==> src/source/mpu_pkg.sv <==
package mpu_pkg;

	// ==================================================
	// bus geometry
	// ==================================================
	localparam int WB_DAT_W = 32;
	localparam int WB_ADR_W = 32;
	localparam int WB_OFS_W = 8;				// 256 byte window per slave
	localparam int PAGE_W   = WB_ADR_W - WB_OFS_W;

	typedef logic [WB_DAT_W-1:0] wb_word_t;
	typedef logic [WB_ADR_W-1:0] wb_adr_t;
	typedef logic [WB_OFS_W-1:0] wb_ofs_t;
	typedef logic [PAGE_W-1:0]   wb_page_t;

	localparam wb_page_t PIT_PAGE = 24'hFFDC11;	// timer at FFDC11xx
	localparam wb_page_t PIC_PAGE = 24'hFFDC0F;	// interrupt ctrl at FFDC0Fxx

	// ==================================================
	// interval timer register map
	// ==================================================
	localparam int      PIT_CHANNELS   = 3;
	localparam wb_ofs_t PIT_CH_STRIDE  = 8'h10;	// one register group per 16 bytes
	localparam wb_ofs_t PIT_REG_COUNT  = 8'h00;
	localparam wb_ofs_t PIT_REG_RELOAD = 8'h04;
	localparam wb_ofs_t PIT_REG_CTRL   = 8'h08;
	localparam int      PIT_CTRL_EN    = 0;		// ctrl bit: counter running
	localparam int      PIT_CTRL_AUTO  = 1;		// ctrl bit: reload at zero

	// ==================================================
	// interrupt controller register map
	// ==================================================
	localparam int PIC_SOURCES     = 32;
	localparam int PIC_EXT_SOURCES = 29;		// pins feed 0..28
	localparam int CAUSE_W         = $clog2(PIC_SOURCES);

	typedef logic [CAUSE_W-1:0] cause_t;

	localparam wb_ofs_t PIC_REG_CAUSE   = 8'h00;	// valid + winning source
	localparam wb_ofs_t PIC_REG_ENABLE  = 8'h04;
	localparam wb_ofs_t PIC_REG_PENDING = 8'h08;
	localparam wb_ofs_t PIC_REG_CLEAR   = 8'h0C;	// write source index to retire
	localparam int      PIC_CAUSE_VALID = 31;

	// timer output n lands on source 31-n
	localparam int PIT_SRC_BASE = 29;

endpackage

==> src/source/mpu_wb_if.sv <==
`timescale 1ns/1ps

// classic single-word handshake between the join and one slave
interface mpu_wb_if;
	import mpu_pkg::*;

	logic     cyc;		// cycle in progress, already page qualified
	logic     stb;		// strobe, held until ack
	logic     we;		// 1 = write
	wb_ofs_t  ofs;		// byte offset in the slave window
	wb_word_t dat_w;	// write data
	wb_word_t dat_r;	// read data, valid with ack
	logic     ack;		// one cycle pulse per strobe

	modport master (
		output cyc,
		output stb,
		output we,
		output ofs,
		output dat_w,
		input  dat_r,
		input  ack
	);

	modport slave (
		input  cyc,
		input  stb,
		input  we,
		input  ofs,
		input  dat_w,
		output dat_r,
		output ack
	);

endinterface

==> src/source/mpu_bus_join.sv <==
`timescale 1ns/1ps

module mpu_bus_join (
	input  logic               clk_i,
	input  logic               rst_i,
	input  logic               cyc_i,
	input  logic               stb_i,
	input  logic               we_i,
	input  mpu_pkg::wb_adr_t   adr_i,
	input  mpu_pkg::wb_word_t  dat_i,
	output mpu_pkg::wb_word_t  dat_o,
	output logic               ack_o,
	output logic               err_o,
	mpu_wb_if.master           pit_bus,
	mpu_wb_if.master           pic_bus
);
	import mpu_pkg::*;

	wb_page_t page;
	logic     req;
	logic     hit_pit;
	logic     hit_pic;
	logic     miss;
	logic     miss_q;		// unmapped strobe already answered

	// ==================================================
	// page decode
	// ==================================================
	assign page    = adr_i[WB_ADR_W-1:WB_OFS_W];
	assign req     = cyc_i & stb_i;
	assign hit_pit = (page == PIT_PAGE);
	assign hit_pic = (page == PIC_PAGE);
	assign miss    = req & ~hit_pit & ~hit_pic;

	// only the selected slave sees a cycle
	assign pit_bus.cyc   = cyc_i & hit_pit;
	assign pit_bus.stb   = stb_i & hit_pit;
	assign pit_bus.we    = we_i;
	assign pit_bus.ofs   = adr_i[WB_OFS_W-1:0];
	assign pit_bus.dat_w = dat_i;

	assign pic_bus.cyc   = cyc_i & hit_pic;
	assign pic_bus.stb   = stb_i & hit_pic;
	assign pic_bus.we    = we_i;
	assign pic_bus.ofs   = adr_i[WB_OFS_W-1:0];
	assign pic_bus.dat_w = dat_i;

	// ==================================================
	// response merge
	// ==================================================
	assign ack_o = pit_bus.ack | pic_bus.ack;	// slaves never ack together

	always_comb begin
		if (pit_bus.ack)
			dat_o = pit_bus.dat_r;
		else if (pic_bus.ack)
			dat_o = pic_bus.dat_r;
		else
			dat_o = '0;		// also covers the error cycle
	end

	// error pulse one cycle after an unmapped strobe
	always_ff @(posedge clk_i) begin
		if (rst_i) begin
			miss_q <= 1'b0;
			err_o  <= 1'b0;
		end else begin
			miss_q <= miss;
			err_o  <= miss & ~miss_q;
		end
	end

endmodule

==> src/source/mpu_periph.sv <==
`timescale 1ns/1ps

module mpu_periph (
	input  logic                                 clk_i,
	input  logic                                 rst_i,
	input  logic                                 cyc_i,
	input  logic                                 stb_i,
	input  logic                                 we_i,
	input  mpu_pkg::wb_adr_t                     adr_i,
	input  mpu_pkg::wb_word_t                    dat_i,
	input  logic [mpu_pkg::PIC_EXT_SOURCES-1:0]  irq_i,
	output mpu_pkg::wb_word_t                    dat_o,
	output logic                                 ack_o,
	output logic                                 err_o,
	output logic                                 irq_o,
	output mpu_pkg::cause_t                      cause_o,
	output logic [mpu_pkg::PIT_CHANNELS-1:0]     tmr_o
);
	import mpu_pkg::*;

	logic [PIC_SOURCES-1:0] pic_src;	// pins low, timers on top

	mpu_wb_if pit_bus ();
	mpu_wb_if pic_bus ();

	// ==================================================
	// interrupt source vector
	// ==================================================
	assign pic_src[PIC_EXT_SOURCES-1:0] = irq_i;

	// reversed: timer 0 is source 31, timer 2 is source 29
	for (genvar n = 0; n < PIT_CHANNELS; n++) begin : g_tmr_src
		assign pic_src[PIT_SRC_BASE+n] = tmr_o[PIT_CHANNELS-1-n];
	end

	mpu_bus_join ujoin1 (
		.clk_i   (clk_i),
		.rst_i   (rst_i),
		.cyc_i   (cyc_i),
		.stb_i   (stb_i),
		.we_i    (we_i),
		.adr_i   (adr_i),
		.dat_i   (dat_i),
		.dat_o   (dat_o),
		.ack_o   (ack_o),
		.err_o   (err_o),	// unmapped address
		.pit_bus (pit_bus.master),
		.pic_bus (pic_bus.master)
	);

	mpu_pit upit1 (
		.clk_i (clk_i),
		.rst_i (rst_i),
		.bus   (pit_bus.slave),
		.tmr_o (tmr_o)		// also feeds the pic
	);

	mpu_pic upic1 (
		.clk_i   (clk_i),
		.rst_i   (rst_i),
		.bus     (pic_bus.slave),
		.src_i   (pic_src),
		.irq_o   (irq_o),
		.cause_o (cause_o)
	);

endmodule

==> src/source/mpu_pic.sv <==
`timescale 1ns/1ps

module mpu_pic (
	input  logic                             clk_i,
	input  logic                             rst_i,
	mpu_wb_if.slave                          bus,
	input  logic [mpu_pkg::PIC_SOURCES-1:0]  src_i,
	output logic                             irq_o,
	output mpu_pkg::cause_t                  cause_o
);
	import mpu_pkg::*;

	logic [PIC_SOURCES-1:0] src_q;		// input register
	logic [PIC_SOURCES-1:0] src_d;		// previous sample for edge detect
	logic [PIC_SOURCES-1:0] rise;
	logic [PIC_SOURCES-1:0] pend_q;
	logic [PIC_SOURCES-1:0] en_q;		// enable mask
	logic [PIC_SOURCES-1:0] act;		// pending and enabled
	logic [PIC_SOURCES-1:0] clr_mask;
	logic                   req_q;
	logic                   start;
	logic                   wr;
	logic                   any;
	cause_t                 win;
	wb_word_t               rd_word;

	assign start = bus.cyc & bus.stb & ~req_q;
	assign wr    = start & bus.we;
	assign rise  = src_q & ~src_d;
	assign act   = pend_q & en_q;

	// clear register retires the one source named in the low bits
	assign clr_mask = (wr && bus.ofs == PIC_REG_CLEAR) ?
		PIC_SOURCES'(1) << bus.dat_w[CAUSE_W-1:0] : '0;

	// ==================================================
	// priority encoder, highest source wins
	// ==================================================
	always_comb begin
		win = '0;
		any = 1'b0;
		for (int i = 0; i < PIC_SOURCES; i++) begin
			if (act[i]) begin
				win = cause_t'(i);	// later index overrides
				any = 1'b1;
			end
		end
	end

	always_comb begin
		rd_word = '0;
		case (bus.ofs)
			PIC_REG_CAUSE: begin
				rd_word[PIC_CAUSE_VALID] = irq_o;
				rd_word[CAUSE_W-1:0]     = cause_o;
			end
			PIC_REG_ENABLE:  rd_word = wb_word_t'(en_q);
			PIC_REG_PENDING: rd_word = wb_word_t'(pend_q);
			default:         rd_word = '0;	// clear reads back zero
		endcase
	end

	always_ff @(posedge clk_i) begin
		if (rst_i) begin
			req_q   <= 1'b0;
			bus.ack <= 1'b0;
			src_q   <= '0;
			src_d   <= '0;
			pend_q  <= '0;
			en_q    <= '0;
			irq_o   <= 1'b0;
			cause_o <= '0;
		end else begin
			req_q   <= bus.cyc & bus.stb;
			bus.ack <= start;
			src_q   <= src_i;
			src_d   <= src_q;
			pend_q  <= (pend_q & ~clr_mask) | rise;	// new edge beats a clear
			if (wr && bus.ofs == PIC_REG_ENABLE)
				en_q <= bus.dat_w[PIC_SOURCES-1:0];
			irq_o   <= any;		// one cycle behind pending
			cause_o <= win;
		end
	end

	always_ff @(posedge clk_i)
		if (start && !bus.we)
			bus.dat_r <= rd_word;

endmodule

==> src/source/mpu_pit.sv <==
`timescale 1ns/1ps

module mpu_pit (
	input  logic                              clk_i,
	input  logic                              rst_i,
	mpu_wb_if.slave                           bus,
	output logic [mpu_pkg::PIT_CHANNELS-1:0]  tmr_o
);
	import mpu_pkg::*;

	wb_word_t                count_q  [PIT_CHANNELS];	// live down-counters
	wb_word_t                reload_q [PIT_CHANNELS];
	logic [PIT_CHANNELS-1:0] en_q;
	logic [PIT_CHANNELS-1:0] auto_q;
	logic [PIT_CHANNELS-1:0] tmr_q;
	logic [PIT_CHANNELS-1:0] ch_wr;		// write hits channel n
	logic [PIT_CHANNELS-1:0] zero;
	logic                    req_q;
	logic                    start;
	logic                    wr;
	wb_ofs_t                 ch_ofs;
	wb_ofs_t                 reg_ofs;
	wb_word_t                rd_word;

	// ==================================================
	// bus handshake and decode
	// ==================================================
	assign start   = bus.cyc & bus.stb & ~req_q;	// first cycle of a strobe
	assign wr      = start & bus.we;
	assign ch_ofs  = bus.ofs / PIT_CH_STRIDE;	// channel group
	assign reg_ofs = bus.ofs % PIT_CH_STRIDE;	// register inside the group

	always_comb begin
		for (int n = 0; n < PIT_CHANNELS; n++) begin
			ch_wr[n] = wr & (ch_ofs == wb_ofs_t'(n));
			zero[n]  = (count_q[n] == '0);
		end
	end

	// read mux, unmapped offsets give zero
	always_comb begin
		rd_word = '0;
		for (int n = 0; n < PIT_CHANNELS; n++) begin
			if (ch_ofs == wb_ofs_t'(n)) begin
				case (reg_ofs)
					PIT_REG_COUNT:  rd_word = count_q[n];
					PIT_REG_RELOAD: rd_word = reload_q[n];
					PIT_REG_CTRL: begin
						rd_word[PIT_CTRL_EN]   = en_q[n];
						rd_word[PIT_CTRL_AUTO] = auto_q[n];
					end
					default:        rd_word = '0;
				endcase
			end
		end
	end

	// ==================================================
	// control state
	// ==================================================
	always_ff @(posedge clk_i) begin
		if (rst_i) begin
			req_q   <= 1'b0;
			bus.ack <= 1'b0;
			en_q    <= '0;
			auto_q  <= '0;
			tmr_q   <= '0;
		end else begin
			req_q   <= bus.cyc & bus.stb;	// stays high until strobe drops
			bus.ack <= start;		// single pulse per strobe
			for (int n = 0; n < PIT_CHANNELS; n++) begin
				tmr_q[n] <= en_q[n] & zero[n];	// terminal count pulse
				if (ch_wr[n] && reg_ofs == PIT_REG_CTRL) begin
					en_q[n]   <= bus.dat_w[PIT_CTRL_EN];
					auto_q[n] <= bus.dat_w[PIT_CTRL_AUTO];
				end else if (en_q[n] && zero[n] && !auto_q[n])
					en_q[n] <= 1'b0;		// one-shot stops itself
			end
		end
	end

	// ==================================================
	// counters and reload values
	// ==================================================
	always_ff @(posedge clk_i) begin
		for (int n = 0; n < PIT_CHANNELS; n++) begin
			if (ch_wr[n] && reg_ofs == PIT_REG_RELOAD)
				reload_q[n] <= bus.dat_w;
			if (ch_wr[n] && reg_ofs == PIT_REG_CTRL && bus.dat_w[PIT_CTRL_EN])
				count_q[n] <= reload_q[n];	// start loads the period
			else if (ch_wr[n] && reg_ofs == PIT_REG_COUNT)
				count_q[n] <= bus.dat_w;
			else if (en_q[n]) begin
				if (!zero[n])
					count_q[n] <= count_q[n] - 1'b1;
				else if (auto_q[n])
					count_q[n] <= reload_q[n];	// period is reload+1
			end
		end
	end

	// read data captured on the ack edge
	always_ff @(posedge clk_i)
		if (start && !bus.we)
			bus.dat_r <= rd_word;

	assign tmr_o = tmr_q;

endmodule

==> config.mk <==
export PLATFORM = sky130hd
export DESIGN_NAME = mpu_periph
export DESIGN_NICKNAME = d
export VERILOG_FILES = /design/src/source/mpu_pkg.sv /design/src/source/mpu_wb_if.sv /design/src/source/mpu_bus_join.sv /design/src/source/mpu_periph.sv /design/src/source/mpu_pic.sv /design/src/source/mpu_pit.sv
export SDC_FILE = /design/constraint.sdc
export NUM_CORES = 1
export LEC_CHECK = 0
export BUFFER_PORTS_ARGS = -buffer_cell sky130_fd_sc_hd__clkbuf_2
export CAP_MARGIN = 20
export CORE_ASPECT_RATIO = 1.1
export CORE_UTILIZATION = 40
export CTS_CLUSTER_SIZE = 40
export DETAILED_ROUTE_END_ITERATION = 12
export PLACE_DENSITY_LB_ADDON = 0.25
export SLEW_MARGIN = 20
export SYNTH_ARGS = -nofsm -noshare
export SYNTH_HDL_FRONTEND = slang
export SYNTH_HIERARCHICAL = 1
export SYNTH_SLANG_ARGS = --single-unit
==> constraint.sdc <==
create_clock -name clk_i -period 6.8 [get_ports clk_i]
set_clock_uncertainty 0.15 [all_clocks]
set_input_delay 0 -clock clk_i [delete_from_list [all_inputs] [get_ports clk_i]]
set_output_delay 0 -clock clk_i [all_outputs]
set_load 0.01 [all_outputs]
==> results of run 1 <==
how the worst max path moves through the flow:
stage                     slack [ps]  cells past startpoint           startpoint              endpoint
after floorplan                 2900                      5            adr_i[14]    upic1/bus.dat_r[0]
after global placement          2440                      8  upit1/count_q[2][0]  upit1/count_q[2][29]
after detailed placement        2410                      8  upit1/count_q[2][0]  upit1/count_q[2][29]
after CTS                       2380                      8  upit1/count_q[2][0]  upit1/count_q[2][19]
after global routing            2270                     13            adr_i[23]        upic1/en_q[20]
final                           2530                     13            adr_i[23]        upic1/en_q[22]
timing repair:
item / 4_1_cts / 5_1_grt
endpoints found under the hold margin: 285 / 0
resized for setup: 0 / 0
buffers inserted: 0 / 0
hold buffers: 110 / 0
metrics by stage:
stage	instances	hold slack [ps]	power, W
6_report	2659	37.1	0.00512
5_1_grt	2659	30.7	0.00528
4_1_cts	2658	9.35	0.00516
3_5_place_dp	2470	62.4	0.00287
3_3_place_gp	2470	60.0	0.00287
2_1_floorplan	1832	-21.8	0.00282
flip-flops by register name (all words and copies together) (netlist names):
signal and count:
ujoin1/err_o 1, ujoin1/miss_q 1, upic1/bus.ack 1, upic1/bus.dat_r 32, upic1/cause_o 5, upic1/en_q 32, upic1/irq_o 1, upic1/pend_q 32
upic1/req_q 1, upic1/src_d 32, upic1/src_q 32, upit1/auto_q 3, upit1/bus.ack 1, upit1/bus.dat_r 32, upit1/count_q 96, upit1/en_q 3
upit1/reload_q 96, upit1/req_q 1, upit1/tmr_o 3
final cells by class:
cell class / count / area, um^2 / share of cell area [%]
clock buffer: 60 / 1230 / 5.35
clock inverter: 18 / 111 / 0.484
inverter: 10 / 37.5 / 0.163
multi-input combinational: 1233 / 8090 / 35.2
sequential: 405 / 10700 / 46.4
tap: 652 / 816 / 3.54
timing repair buffer: 281 / 2060 / 8.94
per-layer routing:
| layer | vias up | share of wire (%) |
|---|---|---|
| li1 | 7143 | - |
| met1 | 7693 | 40 |
| met2 | 834 | 48 |
| met3 | 164 | 7.7 |
| met4 | 0 | 4.3 |
| met5 | - | 0 |
synthesized netlist by cell type (8+ instances only):
cell type	count	share of area [%]
sky130_fd_sc_hd__o22ai_1	21	0.66
sky130_fd_sc_hd__a211oi_1	12	0.45
sky130_fd_sc_hd__and3_1	8	0.25
sky130_fd_sc_hd__o22a_1	29	1.3
sky130_fd_sc_hd__a221o_1	16	0.81
sky130_fd_sc_hd__nor3_1	38	0.96
sky130_fd_sc_hd__xnor2_1	35	1.5
sky130_fd_sc_hd__clkbuf_1	70	1.3
sky130_fd_sc_hd__o31ai_1	39	1.5
sky130_fd_sc_hd__or4_1	18	0.68
sky130_fd_sc_hd__nand4_1	8	0.25
sky130_fd_sc_hd__or3_1	10	0.31
sky130_fd_sc_hd__a21oi_1	79	2.0
sky130_fd_sc_hd__a31oi_1	11	0.35
sky130_fd_sc_hd__o21ai_1	30	0.76
sky130_fd_sc_hd__inv_1	10	0.19
sky130_fd_sc_hd__xor2_1	39	1.7
sky130_fd_sc_hd__buf_2	12	0.30
sky130_fd_sc_hd__o21ai_0	54	1.4
sky130_fd_sc_hd__nor4b_1	9	0.40
sky130_fd_sc_hd__a22oi_1	95	3.6
sky130_fd_sc_hd__a22o_1	64	2.8
sky130_fd_sc_hd__nor2_1	142	2.7
sky130_fd_sc_hd__nor4_1	31	0.98
sky130_fd_sc_hd__nand3_1	35	0.88
sky130_fd_sc_hd__edfxtp_1	256	39
sky130_fd_sc_hd__dfxtp_1	149	15
sky130_fd_sc_hd__nand2_1	129	2.4
sky130_fd_sc_hd__o211ai_1	8	0.30
sky130_fd_sc_hd__buf_4	87	3.3
sky130_fd_sc_hd__buf_6	11	0.62
sky130_fd_sc_hd__mux2i_1	71	3.6
sky130_fd_sc_hd__nor2b_1	71	2.2
sky130_fd_sc_hd__nand2b_1	35	1.1
power groups by stage:
stage               sequential (W)  combinational (W)  clock, W
finish                     0.00264           0.000226   0.00226
global route               0.00264           0.000242   0.00240
CTS                        0.00264           0.000223   0.00230
detailed placement         0.00269           0.000178         0
global placement           0.00269           0.000176         0
floorplan                  0.00269           0.000132         0
worst max-delay path: cells and delay by family:
kind	cells	cell delay (ps)
buffers and inverters	5	2380
AND/OR/NAND/NOR	7	1760
multiplexers	1	360
cell families after synthesis:
family	share of synthesized area, %
compound gates	17.4
xor+xnor	3.26
fa+ha+maj	0.189
buf+inv	5.80
flops	53.7
mux	3.80
simple gates	15.8
==> results_tabular.tex, run 1 <==
\begin{tabular}{lr}
\hline
Metric & Value \\
\hline
\multicolumn{2}{l}{\textbf{Place}} \\
\quad Post-DP Area & 20,500 um\^{}2 \\
\quad IO buf count & 140 \\
\quad Detail Placement HPWL & 40,800 um \\
\quad Weighted congestion at the end of routability-driven global placement & 0.915 \\
\quad Worst setup slack before clock tree synthesis & 2410 ps \\
\multicolumn{2}{l}{\textbf{Clock network}} \\
\quad Worst-skew pair later-pin latency & 580 ps \\
\quad Maximum level of the CTS H-tree & 2 \\
\quad CTS Root Buffer Type & sky130\_fd\_sc\_hd\_\_clkbuf\_16 \\
\quad Clock net sink count & 405 \\
\quad Clock buffer count from CTS & 43 \\
\quad Clock tree from TritonCTS & built \\
\quad Clock Tree Buf Depth & 3 \\
\quad Clock-pin slew of the registers on the worst-case setup and hold paths & 60 ps \\
\multicolumn{2}{l}{\textbf{Logic synthesis}} \\
\quad Asr flop ratio synth & 0\% \\
\quad Total of flip-flops plus latches after synthesis & 405 \\
\quad Main synth FF type & sky130\_fd\_sc\_hd\_\_edfxtp\_1 \\
\quad Number of library cell types mapped by synthesis & 77 \\
\quad Mean instance size in the synthesized netlist & 10.8 um\^{}2 \\
\quad Gate Count Post-Synth & 1,832 \\
\quad Yosys Warn Count & 6 \\
\quad Portion of the post-synthesis area used by sequential elements & 53.7\% \\
\quad Synthesized Nets & 1,933 \\
\quad EDFF count, synth & 256 \\
\quad Syn Std Cell Area & 19,900 um\^{}2 \\
\multicolumn{2}{l}{\textbf{Pwr}} \\
\quad Internal Power & 0.00399 W \\
\quad Reported leakage power & 7.99 nW \\
\quad Switching share of power & 22.2\% \\
\quad Sequential Power Share & 51.5\% \\
\quad Power per standard cell area & 223 nW/um\^{}2 \\
\quad Power share of the clock group & 44.1\% \\
\quad Switching power of the nets & 0.00114 W \\
\quad IR Drop Worst-Case VDD & 0.234 mV \\
\quad Combinational cell fraction of total power & 4.4\% \\
\multicolumn{2}{l}{\textbf{Finish}} \\
\quad Most common library cell in the layout ignoring fill and taps & sky130\_fd\_sc\_hd\_\_edfxtp\_1 \\
\quad Share of post-route cells with drive strength above 1 & 14.1\% \\
\quad Antenna cell count & 0 \\
\quad Post-Layout Inst Area & 23,000 um\^{}2 \\
\quad Commonest cells after routing, fill and taps aside & sky130\_fd\_sc\_hd\_\_edfxtp\_1, sky130\_fd\_sc\_hd\_\_dfxtp\_1, sky130\_fd\_sc\_hd\_\_clkbuf\_2, sky130\_fd\_sc\_hd\_\_nor2\_1, sky130\_fd\_sc\_hd\_\_nand2\_1 \\
\quad Layout overhead on the synthesized area & 15.8\% \\
\quad Number of nets in the layout & 2,075 \\
\quad Number of inserted filler cells in the final layout & 4,417 \\
\quad Final core utilization & 46.9\% \\
\multicolumn{2}{l}{\textbf{Timing}} \\
\quad Actual transition at the worst max-transition pin & 1160 ps \\
\quad Max-slew violation count & 0 \\
\quad Final setup TNS & 0 ps \\
\quad Final min period & 4270 ps \\
\quad Worst rel slew slack & 22.9\% \\
\quad Tcrit/Tclk final & 62.8\% \\
\quad Unrepaired setup endpoints after global routing & no \\
\quad Final count of negative-setup-slack endpoints & 0 \\
\quad Hold violation total from the final report & 0 \\
\quad Post-route setup slack & 2530 ps \\
\quad Maximum operating frequency & 0.234 GHz \\
\multicolumn{2}{l}{\textbf{GRT}} \\
\quad Routing usage on met1 & 30.4\% \\
\quad Overall track demand over capacity in global routing & 23.8\% \\
\quad Vias in the first global route & 15.4k \\
\quad Global-route met2 utilization & 40.1\% \\
\quad Total congestion overflow after global routing & 0 \\
\quad Largest net degree at the start of global routing & 104 \\
\quad GR Util met3 & 3.42\% \\
\quad First-pass GRT wire length & 92,800 um \\
\quad Antenna violations before repair & 0 \\
\quad Busiest grt layer & met2 \\
\multicolumn{2}{l}{\textbf{Flow run}} \\
\quad Max-cap check violation count & 0 \\
\multicolumn{2}{l}{\textbf{Routing}} \\
\quad Iter 0 DRT Violations & 1,339 \\
\quad DRC violations left & 0 \\
\quad Wire per inst & 23.0 um \\
\quad Final wirelength & 61,100 um \\
\quad Residual antenna-violating net count after detailed routing & 0 \\
\quad Detailed-route vias per instance & 5.95 \\
\quad Number of search-and-repair iterations in the first detailed-routing pass & 6 \\
\quad Via total after detailed routing & 15.8k \\
\multicolumn{2}{l}{\textbf{Worst setup path}} \\
\quad Worst-path cell with the longest stage delay & sky130\_fd\_sc\_hd\_\_nand4\_4 \\
\quad Crit path cell chain & dlygate4sd3\_1, clkbuf\_2, nand4\_1, dlygate4sd3\_1, nor3\_1, dlygate4sd3\_1, and4\_1, dlygate4sd3\_1, nand2\_2, nor2\_4, nand4\_4, mux2i\_1, nor2\_1 \\
\quad Required arrival time at the worst endpoint & 7070 ps \\
\quad Worst Path Class, Setup & in -> reg \\
\quad Setup slack on the worst flop-to-flop path & 2580 ps \\
\quad Arrival time reported for the critical path endpoint & 4540 ps \\
\quad Kind of end point of the critical path & flop \\
\quad Stage delay of the slowest cell on the critical path & 680 ps \\
\quad End of the worst register-to-register path & upit1/count\_q[2][22] \\
\quad Reg-to-reg critical path startpoint & upit1/count\_q[2][0] \\
\quad Max FO, Critical Path & 32 \\
\quad Critical Path Most Common Cell & sky130\_fd\_sc\_hd\_\_dlygate4sd3\_1 \\
\quad R2R depth & 8 \\
\quad Nature of the critical path startpoint & input port \\
\multicolumn{2}{l}{\textbf{Floorplanning}} \\
\quad Placement Rows & 85 \\
\quad DIE AREA & 50,600 um\^{}2 \\
\quad Die width & 215 um \\
\quad Height of the chip & 236 um \\
\quad Floorplan core area & 49,000 um\^{}2 \\
\quad Starting density of the core & 40.5\% \\
\quad Io pins & 141 \\
\multicolumn{2}{l}{\textbf{Run status}} \\
\quad Run status & finished, final reports clean \\
\multicolumn{2}{l}{\textbf{Worst hold path}} \\
\quad Hold EP & upic1/src\_q[18] \\
\quad Hold path cells & 3 \\
\quad Min-Delay Startpoint & irq\_i[18] \\
\quad Worst hold path class & in -> reg \\
\hline
\end{tabular}
Power figures use the tool's default switching activity.
==> inputs of run 2 (changes only) <==
--- a/config.mk
+++ b/config.mk
@@ -5,6 +5,7 @@
 export SDC_FILE = /design/constraint.sdc
 export NUM_CORES = 1
 export LEC_CHECK = 0
+export ABC_AREA = 1
 export BUFFER_PORTS_ARGS = -buffer_cell sky130_fd_sc_hd__clkbuf_2
 export CAP_MARGIN = 20
 export CORE_ASPECT_RATIO = 1.1
==> constraint.sdc (replaced) <==
create_clock -name clk_i -period 3.7 [get_ports clk_i]
set_clock_uncertainty 0.15 [all_clocks]
set_input_delay 0 -clock clk_i [delete_from_list [all_inputs] [get_ports clk_i]]
set_output_delay 0 -clock clk_i [all_outputs]
set_load 0.01 [all_outputs]
==> run 2 against run 1 <==
- sequential power rose by 84%
- die area rose by 9.0%
- global-route usage increased by 3.9 points
- synthesized cell count is 52% higher
- cell count up 39%
- largest power group unchanged
- highest routed layer unchanged
- non-clock buffer count up 22
==> results_tabular.tex, run 2 <==
\begin{tabular}{lr}
\hline
Metric & Value \\
\hline
\multicolumn{2}{l}{\textbf{Clock network}} \\
\quad Clock net sink count & 405 \\
\quad Clock buffer count from CTS & 43 \\
\quad CTS Root Buffer Type & sky130\_fd\_sc\_hd\_\_clkbuf\_16 \\
\quad Clock-pin slew of the registers on the worst-case setup and hold paths & 60 ps \\
\quad Maximum level of the CTS H-tree & 2 \\
\quad Clock tree from TritonCTS & built \\
\quad Clock Tree Buf Depth & 3 \\
\quad Number of resized instances in the post-cts repair step & 0 \\
\quad Worst-skew pair later-pin latency & 590 ps \\
\multicolumn{2}{l}{\textbf{Logic synthesis}} \\
\quad Asr flop ratio synth & 0\% \\
\quad Top cell types by occurrence after synthesis & sky130\_fd\_sc\_hd\_\_nand2\_1, sky130\_fd\_sc\_hd\_\_nor2\_1, sky130\_fd\_sc\_hd\_\_inv\_1, sky130\_fd\_sc\_hd\_\_edfxtp\_1, sky130\_fd\_sc\_hd\_\_o21ai\_0 \\
\quad EDFF count, synth & 256 \\
\quad Top-count cell post-synth & sky130\_fd\_sc\_hd\_\_nand2\_1 \\
\quad Dominant cells by area after synthesis & sky130\_fd\_sc\_hd\_\_edfxtp\_1, sky130\_fd\_sc\_hd\_\_dfxtp\_1, sky130\_fd\_sc\_hd\_\_nand2\_1 \\
\quad Syn Std Cell Area & 21,700 um\^{}2 \\
\quad Total of flip-flops plus latches after synthesis & 405 \\
\quad Gate Count Post-Synth & 2,783 \\
\quad Main synth FF type & sky130\_fd\_sc\_hd\_\_edfxtp\_1 \\
\quad Portion of the post-synthesis area used by sequential elements & 49.2\% \\
\quad Synth top area share & 35.5\% \\
\quad Number of library cell types mapped by synthesis & 46 \\
\quad Yosys Warn Count & 6 \\
\quad Synthesized Nets & 2,884 \\
\quad Mean instance size in the synthesized netlist & 7.79 um\^{}2 \\
\quad Library cell with the largest summed area after synthesis & sky130\_fd\_sc\_hd\_\_edfxtp\_1 \\
\multicolumn{2}{l}{\textbf{Pwr}} \\
\quad Reported leakage power & 10.6 nW \\
\quad IR Drop Worst-Case VDD & 0.371 mV \\
\quad Power per standard cell area & 385 nW/um\^{}2 \\
\multicolumn{2}{l}{\textbf{Place}} \\
\quad IO buf count & 140 \\
\quad Weighted congestion at the end of routability-driven global placement & 0.993 \\
\quad Post-DP Area & 22,500 um\^{}2 \\
\quad Detail Placement HPWL & 56,300 um \\
\multicolumn{2}{l}{\textbf{Timing}} \\
\quad Worst rel slew slack & 31.9\% \\
\quad Worst hold margin & 45.9 ps \\
\quad Unrepaired setup endpoints after global routing & no \\
\quad Actual transition at the worst max-transition pin & 1020 ps \\
\quad Maximum operating frequency & 0.296 GHz \\
\quad Final setup TNS & 0 ps \\
\quad Final min period & 3380 ps \\
\quad Final count of negative-setup-slack endpoints & 0 \\
\quad Hold violation total from the final report & 0 \\
\quad Max-slew violation count & 0 \\
\quad Tcrit/Tclk final & 91.2\% \\
\multicolumn{2}{l}{\textbf{GRT}} \\
\quad First-pass GRT wire length & 115,000 um \\
\quad Largest net degree at the start of global routing & 84 \\
\quad Antenna violations before repair & 0 \\
\quad Total congestion overflow after global routing & 0 \\
\quad Overall track demand over capacity in global routing & 27.7\% \\
\quad Vias in the first global route & 18.9k \\
\multicolumn{2}{l}{\textbf{Worst setup path}} \\
\quad Max FO, Critical Path & 34 \\
\quad Required arrival time at the worst endpoint & 3880 ps \\
\quad Arrival time reported for the critical path endpoint & 3560 ps \\
\quad Nature of the critical path startpoint & input port \\
\quad Worst Path Class, Setup & in -> reg \\
\quad Kind of end point of the critical path & flop \\
\multicolumn{2}{l}{\textbf{Finish}} \\
\quad Commonest cells after routing, fill and taps aside & sky130\_fd\_sc\_hd\_\_nand2\_1, sky130\_fd\_sc\_hd\_\_nor2\_1, sky130\_fd\_sc\_hd\_\_inv\_1, sky130\_fd\_sc\_hd\_\_edfxtp\_1, sky130\_fd\_sc\_hd\_\_o21ai\_0 \\
\quad Layout overhead on the synthesized area & 15.7\% \\
\quad Share of post-route cells with drive strength above 1 & 10.3\% \\
\quad Post-Layout Inst Area & 25,100 um\^{}2 \\
\quad Number of nets in the layout & 3,028 \\
\quad Most common library cell in the layout ignoring fill and taps & sky130\_fd\_sc\_hd\_\_nand2\_1 \\
\quad Regs by FF count & upit1/count\_q (96), upit1/reload\_q (96) \\
\multicolumn{2}{l}{\textbf{Floorplanning}} \\
\quad Placement Rows & 89 \\
\quad Floorplan core area & 53,600 um\^{}2 \\
\quad Io pins & 141 \\
\quad Starting density of the core & 40.5\% \\
\quad Die width & 224 um \\
\quad DIE AREA & 55,100 um\^{}2 \\
\quad Height of the chip & 246 um \\
\multicolumn{2}{l}{\textbf{Routing}} \\
\quad Final wirelength & 76,900 um \\
\quad Iter 0 DRT Violations & 1,944 \\
\quad Number of search-and-repair iterations in the first detailed-routing pass & 9 \\
\quad DRC violations left & 0 \\
\quad Residual antenna-violating net count after detailed routing & 0 \\
\quad Wire per inst & 20.9 um \\
\quad Detailed-route vias per instance & 5.29 \\
\quad Via total after detailed routing & 19.5k \\
\multicolumn{2}{l}{\textbf{Flow run}} \\
\quad Max-cap check violation count & 0 \\
\multicolumn{2}{l}{\textbf{Worst hold path}} \\
\quad Worst hold path class & in -> reg \\
\multicolumn{2}{l}{\textbf{Run status}} \\
\quad Run status & finished, final reports clean \\
\hline
\end{tabular}
[run 2: cell types whose count changed after synthesis, moves of 39 or more]
cell	delta
sky130_fd_sc_hd__a22oi_1	-95
sky130_fd_sc_hd__inv_1	+277
sky130_fd_sc_hd__mux2i_1	-70
sky130_fd_sc_hd__nand2_1	+612
sky130_fd_sc_hd__nand3_1	+163
sky130_fd_sc_hd__nor2_1	+235
sky130_fd_sc_hd__nor2b_1	-71
sky130_fd_sc_hd__o21ai_0	+149
sky130_fd_sc_hd__o31ai_1	-39
[run 2: per-stage QoR]
step / std cells / utilization, % / total power [W] / worst slack, ps
floorplan: 2783 / - / 0.00519 / 65.4
global placement: 3489 / 42.0 / 0.00532 / 713
detailed placement: 3489 / 42.0 / 0.00532 / 662
CTS: 3685 / 46.8 / 0.00973 / 257
global route: 3687 / 46.8 / 0.00994 / 99.2
finish: 3688 / 46.8 / 0.00966 / 325
[run 2: final cells by class]
cell class / count / area, um^2
inverters: 299 / 1120
well taps: 728 / 911
repair buffers: 303 / 2260
diodes: 1 / 2.50
clock inverters: 20 / 200
fillers: 5299 / 28500
flip-flops and latches: 405 / 10700
multi-input cells: 1875 / 8730
clock buffers: 57 / 1190
[run 2: metal layers]
metal / vias to the layer above / global-route usage, % / wire (um)
met1: 9266 / 34.7 / 31300
li1: 9278 / - / -
met2: 826 / 48.1 / 37600
met5: - / 0 / 0
met4: 0 / 11.3 / 3040
met3: 150 / 3.72 / 4900
[run 2: cells by family (layout without fill, tap and decap cells)]
| family | after synthesis | after routing | synth area share (%) |
|---|---|---|---|
| AND/OR/NAND/NOR | 1452 | 1452 | 28.0 |
| buffers and inverters | 503 | 679 | 10.7 |
| flip-flops | 405 | 405 | 49.2 |
| AO/OA/AOI/OAI | 355 | 355 | 9.24 |
| XOR/XNOR | 64 | 64 | 2.59 |
| adder cells (fa/ha/maj) | 3 | 3 | 0.173 |
| multiplexers | 1 | 1 | 0.0462 |
| other | 0 | 1 | 0 |
[run 2: report_power, final]
group / leakage, nW / switching, W / internal, W
Sequential: 3.42 / 0.0000308 / 0.00482
Combinational: 6.55 / 0.000306 / 0.000178
Clock: 0.666 / 0.00190 / 0.00243
[run 2: final timing paths]
check	startpoint	endpoint	slack, ps	cells past startpoint
min	irq_i[12]	upic1/src_q[12]	50	4
max reg2reg	upit1/count_q[1][0]	upit1/count_q[1][29]	770	10
min reg2reg	ujoin1/miss_q	ujoin1/err_o	240	1
max	adr_i[15]	upit1/count_q[0][19]	320	19
[run 2: timing repair]
item,CTS,global route
hold endpoints to repair,332,0
setup buffers,0,1
hold buffers,119,0
endpoints found under the setup margin,0,16
[run 2: critical path: stages]
cell,delay [ps]
sky130_fd_sc_hd__dlygate4sd3_1,530
sky130_fd_sc_hd__clkbuf_2,120
sky130_fd_sc_hd__nor2_2,120
sky130_fd_sc_hd__dlygate4sd3_1,580
sky130_fd_sc_hd__nand2_1,80
sky130_fd_sc_hd__nor2_1,130
sky130_fd_sc_hd__nand3_2,120
sky130_fd_sc_hd__nor2_1,160
sky130_fd_sc_hd__nand4_1,110
sky130_fd_sc_hd__buf_4,190
sky130_fd_sc_hd__inv_1,70
sky130_fd_sc_hd__nand2_2,90
sky130_fd_sc_hd__nor2_4,200
sky130_fd_sc_hd__inv_2,200
sky130_fd_sc_hd__nand2_1,120
sky130_fd_sc_hd__nor2_1,70
sky130_fd_sc_hd__nand2_4,280
sky130_fd_sc_hd__buf_4,280
sky130_fd_sc_hd__o21ai_1,100
